<file path="src/mem_defines.svh">
`ifndef MEM_DEFINES_SVH
`define MEM_DEFINES_SVH

// Word address width as seen by the fill engine and the host.
`define MEM_ADDR_WIDTH 32

// Width of one memory word.
`define MEM_DATA_WIDTH 32

// Bank geometry. Two banks of 32 words give 64 words in total.
// The bank tag is the address bit just above the in-bank address.
`define BANK_ADDR_WIDTH 5
`define BANK_DEPTH 32

`endif

</file>
<file path="src/mem_pkg.sv">
`default_nettype none

`include "mem_defines.svh"

package mem_pkg;

	// Full word address. Only the low six bits reach the RAM.
	typedef logic [`MEM_ADDR_WIDTH-1:0] addr_t;

	// One memory word.
	typedef logic [`MEM_DATA_WIDTH-1:0] data_t;

	// Bank select, taken from address bit 5.
	typedef logic tag_t;

	// Word address inside one bank.
	typedef logic [`BANK_ADDR_WIDTH-1:0] bank_addr_t;

endpackage

`default_nettype wire

</file>
<file path="src/fill_pkg.sv">
`default_nettype none

`include "mem_defines.svh"

package fill_pkg;

	// Fill length and progress counter. Spans the full address range.
	typedef logic [`MEM_ADDR_WIDTH-1:0] count_t;

	// Engine FSM states.
	typedef enum logic [1:0] {
		idle  = 2'd0,
		setup = 2'd1,
		write = 2'd2,
		done  = 2'd3
	} fill_state_t;

endpackage

`default_nettype wire

</file>
<file path="src/mem_bus_if.sv">
`timescale 1ns/10ps
`default_nettype none

interface mem_bus_if
	import mem_pkg::*;
();

	addr_t address;
	logic write_enable;
	data_t wdata;
	data_t rdata; // Registered bank output, valid one cycle after the request.

	// Request side, the fill engine.
	modport initiator (
		output address,
		output write_enable,
		output wdata,
		input rdata
	);

	// Memory side, the controller.
	modport target (
		input address,
		input write_enable,
		input wdata,
		output rdata
	);

endinterface

`default_nettype wire

</file>
<file path="src/single_port_ram.sv">
`timescale 1ns/10ps
`default_nettype none

`include "mem_defines.svh"

module single_port_ram
	import mem_pkg::*;
(
	input logic clk,
	input bank_addr_t address,
	input logic write_enable,
	input data_t wdata,
	output data_t rdata
);

	data_t words [`BANK_DEPTH];

	// One access per cycle. A write leaves the output register alone,
	// so the last read value stays visible.
	always_ff @(posedge clk)
	begin
		if (write_enable)
		begin
			words[address] <= wdata;
		end
		else
		begin
			rdata <= words[address];
		end
	end

endmodule

`default_nettype wire

</file>
<file path="src/memory_controller.sv">
`timescale 1ns/10ps
`default_nettype none

`include "mem_defines.svh"

module memory_controller
	import mem_pkg::*;
(
	input logic clk,
	input logic reset,
	input logic busy,
	input addr_t rd_address,
	mem_bus_if.target bus,
	output data_t rd_data
);

	addr_t sel_address;
	logic sel_write;
	tag_t sel_tag;
	tag_t tag_q;
	bank_addr_t bank_address;
	logic bank0_we;
	logic bank1_we;
	data_t bank0_rdata;
	data_t bank1_rdata;

	// The engine owns the memory for the whole fill. The host address is
	// only looked at while the engine is idle.
	assign sel_address = busy ? bus.address : rd_address;
	assign sel_write = busy & bus.write_enable; // Host port is read only.

	// Addresses wrap modulo 64. Bit 5 picks the bank.
	assign sel_tag = sel_address[`BANK_ADDR_WIDTH];
	assign bank_address = sel_address[`BANK_ADDR_WIDTH-1:0];

	always_comb
	begin
		bank0_we = 1'b0;
		bank1_we = 1'b0;
		case (sel_tag)
			1'b0:
			begin
				bank0_we = sel_write;
			end
			1'b1:
			begin
				bank1_we = sel_write;
			end
			default:
			begin
				bank0_we = 1'b0;
				bank1_we = 1'b0;
			end
		endcase
	end

	single_port_ram bank0 (
		.clk(clk),
		.address(bank_address),
		.write_enable(bank0_we),
		.wdata(bus.wdata),
		.rdata(bank0_rdata)
	);

	single_port_ram bank1 (
		.clk(clk),
		.address(bank_address),
		.write_enable(bank1_we),
		.wdata(bus.wdata),
		.rdata(bank1_rdata)
	);

	// The bank outputs are registered, so the tag that selects between them
	// has to be delayed by the same cycle. It holds on write cycles because
	// neither bank updates its output then.
	always_ff @(posedge clk)
	begin
		if (reset)
		begin
			tag_q <= 1'b0;
		end
		else if (!sel_write)
		begin
			tag_q <= sel_tag;
		end
	end

	always_comb
	begin
		case (tag_q)
			1'b0: rd_data = bank0_rdata;
			1'b1: rd_data = bank1_rdata;
			default: rd_data = bank0_rdata;
		endcase
	end

	assign bus.rdata = rd_data; // Same data path for engine and host.

	// Every engine write must land in exactly one bank, which only happens
	// while busy hands the memory to the engine.
	a_one_bank_write: assert property (
		@(posedge clk) disable iff (reset)
		bus.write_enable |-> (bank0_we != bank1_we)
	);

endmodule

`default_nettype wire

</file>
<file path="src/memset_engine.sv">
`timescale 1ns/10ps
`default_nettype none

module memset_engine
	import mem_pkg::*;
	import fill_pkg::*;
(
	input logic clk,
	input logic reset,
	input logic start,
	input addr_t m,
	input data_t c,
	input count_t n,
	output logic finish,
	output logic busy,
	output addr_t return_val,
	mem_bus_if.initiator bus
);

	fill_state_t state;
	fill_state_t state_next;

	addr_t base_q;
	data_t value_q;
	count_t total_q;
	count_t count_q;
	count_t count_inc;
	logic last_write;
	logic accept;

	// A request is only taken in idle. Pulses during a fill are dropped.
	assign accept = (state == idle) && start;

	assign count_inc = count_q + count_t'(1);
	assign last_write = (count_inc == total_q); // This cycle writes word n-1.

	always_comb
	begin
		state_next = state;
		case (state)
			idle:
			begin
				if (start)
				begin
					state_next = setup;
				end
			end
			setup:
			begin
				if (total_q == '0)
				begin
					state_next = done; // Nothing to write.
				end
				else
				begin
					state_next = write;
				end
			end
			write:
			begin
				if (last_write)
				begin
					state_next = done;
				end
			end
			done:
			begin
				state_next = idle;
			end
			default:
			begin
				state_next = idle;
			end
		endcase
	end

	always_ff @(posedge clk)
	begin
		if (reset)
		begin
			state <= idle;
		end
		else
		begin
			state <= state_next;
		end
	end

	// m, c and n are only valid alongside start, so they are captured on
	// that edge and held for the whole fill.
	always_ff @(posedge clk)
	begin
		if (accept)
		begin
			base_q <= m;
			value_q <= c;
			total_q <= n;
		end
	end

	always_ff @(posedge clk)
	begin
		if (reset)
		begin
			count_q <= '0;
		end
		else if (state == setup)
		begin
			count_q <= '0;
		end
		else if (state == write)
		begin
			count_q <= count_inc;
		end
	end

	// Outputs are registered from the next state. busy covers setup and
	// write and drops as the finish cycle starts.
	always_ff @(posedge clk)
	begin
		if (reset)
		begin
			busy <= 1'b0;
			finish <= 1'b0;
			return_val <= '0;
		end
		else
		begin
			busy <= (state_next == setup) || (state_next == write);
			finish <= (state_next == done);
			if (state_next == done)
			begin
				return_val <= base_q;
			end
		end
	end

	// One word per cycle while in write.
	assign bus.write_enable = (state == write);
	assign bus.address = (state == write) ? base_q + count_q : '0;
	assign bus.wdata = value_q;

	// Writes happen only during the fill and never past the n requested words.
	a_write_only_in_write: assert property (
		@(posedge clk) disable iff (reset)
		bus.write_enable |-> busy && (count_q < total_q)
	);

	a_finish_one_cycle: assert property (
		@(posedge clk) disable iff (reset)
		finish |=> !finish
	);

endmodule

`default_nettype wire

</file>
<file path="src/memset_top.sv">
`timescale 1ns/10ps
`default_nettype none

module memset_top
	import mem_pkg::*;
	import fill_pkg::*;
(
	input logic clk,
	input logic reset,
	input logic start,
	input addr_t m,
	input data_t c,
	input count_t n,
	input addr_t rd_address,
	output logic finish,
	output logic busy,
	output addr_t return_val,
	output data_t rd_data
);

	// Request path from the engine to the controller.
	mem_bus_if bus ();

	memset_engine engine (
		.clk(clk),
		.reset(reset),
		.start(start),
		.m(m),
		.c(c),
		.n(n),
		.finish(finish),
		.busy(busy),
		.return_val(return_val),
		.bus(bus.initiator)
	);

	// busy also hands the memory back to the host port.
	memory_controller controller (
		.clk(clk),
		.reset(reset),
		.busy(busy),
		.rd_address(rd_address),
		.bus(bus.target),
		.rd_data(rd_data)
	);

endmodule

`default_nettype wire

</file>
<file path="config.mk">
export PLATFORM = sky130hd
export DESIGN_NAME = memset_top
export DESIGN_NICKNAME = d
export VERILOG_FILES = /design/src/mem_pkg.sv /design/src/fill_pkg.sv /design/src/mem_bus_if.sv /design/src/single_port_ram.sv /design/src/memory_controller.sv /design/src/memset_engine.sv /design/src/memset_top.sv
export VERILOG_INCLUDE_DIRS = /design/src
export SDC_FILE = /design/constraint.sdc
export NUM_CORES = 2
export LEC_CHECK = 0
export BUFFER_PORTS_ARGS = -buffer_cell sky130_fd_sc_hd__buf_2
export CAP_MARGIN = 20
export CELL_PAD_IN_SITES_DETAIL_PLACEMENT = 1
export CELL_PAD_IN_SITES_GLOBAL_PLACEMENT = 1
export CORE_MARGIN = 3
export CORE_UTILIZATION = 49
export CTS_CLUSTER_DIAMETER = 60
export CTS_CLUSTER_SIZE = 8
export DETAILED_ROUTE_END_ITERATION = 8
export PLACE_DENSITY_LB_ADDON = 0.1
export SKIP_LAST_GASP = 1
export SLEW_MARGIN = 20
export SYNTH_ARGS = -nofsm -noshare
export SYNTH_HDL_FRONTEND = slang
export SYNTH_SLANG_ARGS = --single-unit
</file>
<file path="constraint.sdc">
create_clock -name clk -period 4.5 [get_ports clk]
set_input_delay 1.35 -clock clk [delete_from_list [all_inputs] [get_ports clk]]
set_output_delay 1.35 -clock clk [all_outputs]
set_load 0.02 [all_outputs]
</file>
==> impl_metrics.csv <==
group,metric,value,unit
outcome,status,"complete, but fails checks",
outcome,violations,"design-rule violations",
cts,clk_latency,0.93,ns
die,rows,151,
synth,yosysSeqAreaShare,80.53,%
run,cap_violations,0,
timing,period_share,91.53,%
cts,clockBufferDepth,4,
synth,syn_area,84050,µm²
finish,mostFrequentLayoutCell,"edfxtp_1",
timing,tns,0,ns
synth,synth_warnings,0,
synth,synthesis.instances,4721,
drt,routed_wl,248900,µm
cts,ctsHoldBuffers,0,
timing,max_freq,0.2428,GHz
critical_path,worstSetupStartpointType,"register",
power,p_leak,32.15,nW
grt,grt_pass1_vias,51500,
synth,synthesis.nets,4864,
synth,async_flop_share,0,%
power,ir_worst_vdd,0.4722,mV
critical_path,slowest_stage,"or4_1",
place,port_buffers,170,
critical_path,reg2reg_depth,11,
cts,htree_num_levels,5,
timing,maxSlewViolCount,0,
grt,gr-usage-all-layers,28.14,%
critical_path,cp_max_fo,23,
cts,clock-sinks,2277,
die,dieHeight,420.2,µm
critical_path,path_cells,"ha_1 -> fa_1 -> a21o_1 -> a21oi_1 -> xnor2_1 -> a22o_1 -> or3_4 -> buf_12 -> buf_4 -> o22ai_1 -> or4_1",
cts,cts_tree,"built",
critical_path,end_kind,"register",
finish,drive_gt1_share,18.22,%
drt,ant_nets,0,
cts,cts_root_buf,"clkbuf_16",
timing,slew_headroom,33.71,%
critical_path,crit_path_end,"controller.bank1.rdata[23]$_DFFE_PN_",
critical_path,worst-path-stages,11,
finish,nets,5353,
critical_path,crit_start,"engine.count_q[0]$_SDFFE_PP0N_",
timing,rsz0062_at_grt,"false",
min_path,hold_class,"register to register",
grt,grt_overflow,0,
power,totalPowerFinal,0.05789,W
place,place_congestion,0.7932,
cts,numCtsBuffers,335,
timing,fin_skew,0.04609,ns
grt,grt_start_max_net_pins,96,
synth,synth_ff_type,"edfxtp_1",
drt,viasPerCell,6.592,
cts,path_clk_slew,0.05,ns
timing,tightest_slew,0.9944,ns
critical_path,critical_path_buf_inv_count,2,
drt,drc,3,
synth,yosys.cell_types.count,71,
finish,area_growth,17.89,%
synth,synth-edff-count,2208,
place,dp_hpwl,144400,µm
die,io_pins,197,
critical_path,cpLargestDelayFamily,"compound AO/OA/AOI/OAI gates",
finish,mostFrequentLayoutCells,"edfxtp_1 (2208), a22oi_1 (431), clkbuf_16 (343), a222oi_1 (274), a21boi_0 (255)",
critical_path,r2r-start,"engine.count_q[0]$_SDFFE_PP0N_",
die,dieArea,176500,µm²
cts,postCtsSetupBuffers,0,
cts,cts_resized,0,
critical_path,rrSetupSlack,0.38,ns
timing,hold_viol,0,
critical_path,critPathRequiredTime,5.12,ns
die,die_width,420.2,µm
grt,grt_pass1_wl,361000,µm
die,coreArea,169800,µm²
drt,firstDrtPassIters,9,
critical_path,cpPeakStageDelay,0.55,ns
synth,synth_seq_cells,2277,
power,power.density,584.2,nW/µm²
drt,dr_total_vias,49410,
critical_path,critical_path_arrival,4.74,ns
finish,reg_top3,"controller.bank0.words x1024, controller.bank1.words x1024",
finish,final.fill_count,14760,
grt,antenna_found_initial,4,
die,start_util,49.48,%
min_path,hold_depth,2,
timing,fin_crit,4.119,ns
critical_path,r2r-end,"controller.bank1.rdata[23]$_DFFE_PN_",
drt,wl_per_cell,33.21,µm
critical_path,path_class,"register to register",
drt,drt_iter0_drc,6287,
timing,setup_viol,0,
synth,syn_area_per_cell,17.80,µm²
where the power goes:
| part | switching (W) | total, W | internal [W] | leakage (nW) |
|---|---|---|---|---|
| Clock | 0.00836 | 0.0218 | 0.0134 | 4.31 |
| Combinational | 0.00719 | 0.0104 | 0.00318 | 7.24 |
| Sequential | 0.000516 | 0.0257 | 0.0252 | 20.6 |
| Total | 0.0161 | 0.0579 | 0.0418 | 32.2 |
cell families after synthesis:
logic type	after synthesis	synth area share, %
flip-flops	2277	80.53
multiplexers	66	0.8351
AND/OR/NAND/NOR	511	3.016
XOR/XNOR	75	0.7815
buffers and inverters	341	1.667
AO/OA/AOI/OAI	1439	12.98
adder cells (fa/ha/maj)	12	0.1876
cells in the mapped netlist (27+ instances only):
library cell / n / share of area, %
edfxtp_1: 2208 / 79
a22oi_1: 431 / 3.8
a222oi_1: 274 / 3.3
a21boi_0: 255 / 2.3
clkbuf_1: 253 / 1.1
a21oi_1: 195 / 1.2
o22ai_1: 158 / 1.2
nand2_1: 151 / 0.67
nor2_1: 149 / 0.67
dfxtp_1: 69 / 1.6
or4_1: 66 / 0.59
nand3_1: 47 / 0.28
buf_2: 42 / 0.25
xnor2_1: 42 / 0.44
mux2_2: 33 / 0.44
mux2i_1: 33 / 0.39
xor2_1: 33 / 0.34
a22o_1: 28 / 0.29
buf_1: 27 / 0.12
tightest hold or removal path, cell delays in order (launching register included):
cell and delay, ns:
edfxtp_1 0.31, mux2i_1 0.06, nor2_1 0.08
through the flow:
step | cell area (µm²) | std cells | hold WS (ns) | setup WS [ns] | util, %
floorplan | 84050 | 4721 | 0.4563 | -0.2446 | -
global placement | 90210 | 7090 | 0.4598 | 0.3112 | 53.11
detailed placement | 90210 | 7090 | 0.4764 | 0.2311 | 53.11
CTS | 99050 | 7492 | 0.4911 | 0.4337 | 58.32
global route | 99080 | 7493 | 0.5164 | 0.1728 | 58.33
finish | 99090 | 7495 | 0.4804 | 0.3810 | 58.34
how the worst min path moves through the flow:
stage | start | slack, ns | to
6_report | engine.base_q[22]$_DFFE_PP_ | 0.48 | engine.return_val[22]$_SDFFE_PP0N_
5_1_grt | engine.return_val[6]$_SDFFE_PP0N_ | 0.52 | engine.return_val[6]$_SDFFE_PP0N_
4_1_cts | engine.base_q[10]$_DFFE_PP_ | 0.49 | engine.return_val[10]$_SDFFE_PP0N_
3_5_place_dp | engine.base_q[22]$_DFFE_PP_ | 0.48 | engine.return_val[22]$_SDFFE_PP0N_
3_3_place_gp | engine.base_q[10]$_DFFE_PP_ | 0.46 | engine.return_val[10]$_SDFFE_PP0N_
2_1_floorplan | engine.base_q[31]$_DFFE_PP_ | 0.46 | engine.return_val[31]$_SDFFE_PP0N_
layout make-up:
| type | count | area [µm²] | share of cell area, % |
|---|---|---|---|
| Sequential cell | 2277 | 67690 | 68.31 |
| Multi-Input combinational cell | 2103 | 15570 | 15.71 |
| Clock buffer | 395 | 8778 | 8.859 |
| Timing Repair Buffer | 485 | 4174 | 4.212 |
| Tap cell | 2218 | 2775 | 2.801 |
| Clock inverter | 7 | 65.06 | 0.06566 |
| Inverter | 8 | 30.03 | 0.03031 |
| Antenna cell | 2 | 5.005 | 0.005051 |
metal layers:
layer  vias to the layer above  share of wire (%)  GRT usage, %
met3                       410                7.9         4.492
li1                      20620                  -             -
met1                     25950                 41         40.10
met2                      2422                 48         44.80
met4                         4                3.1         8.958
met5                         -             0.0056             0
No activity file was read; power rests on OpenSTA's default activity.
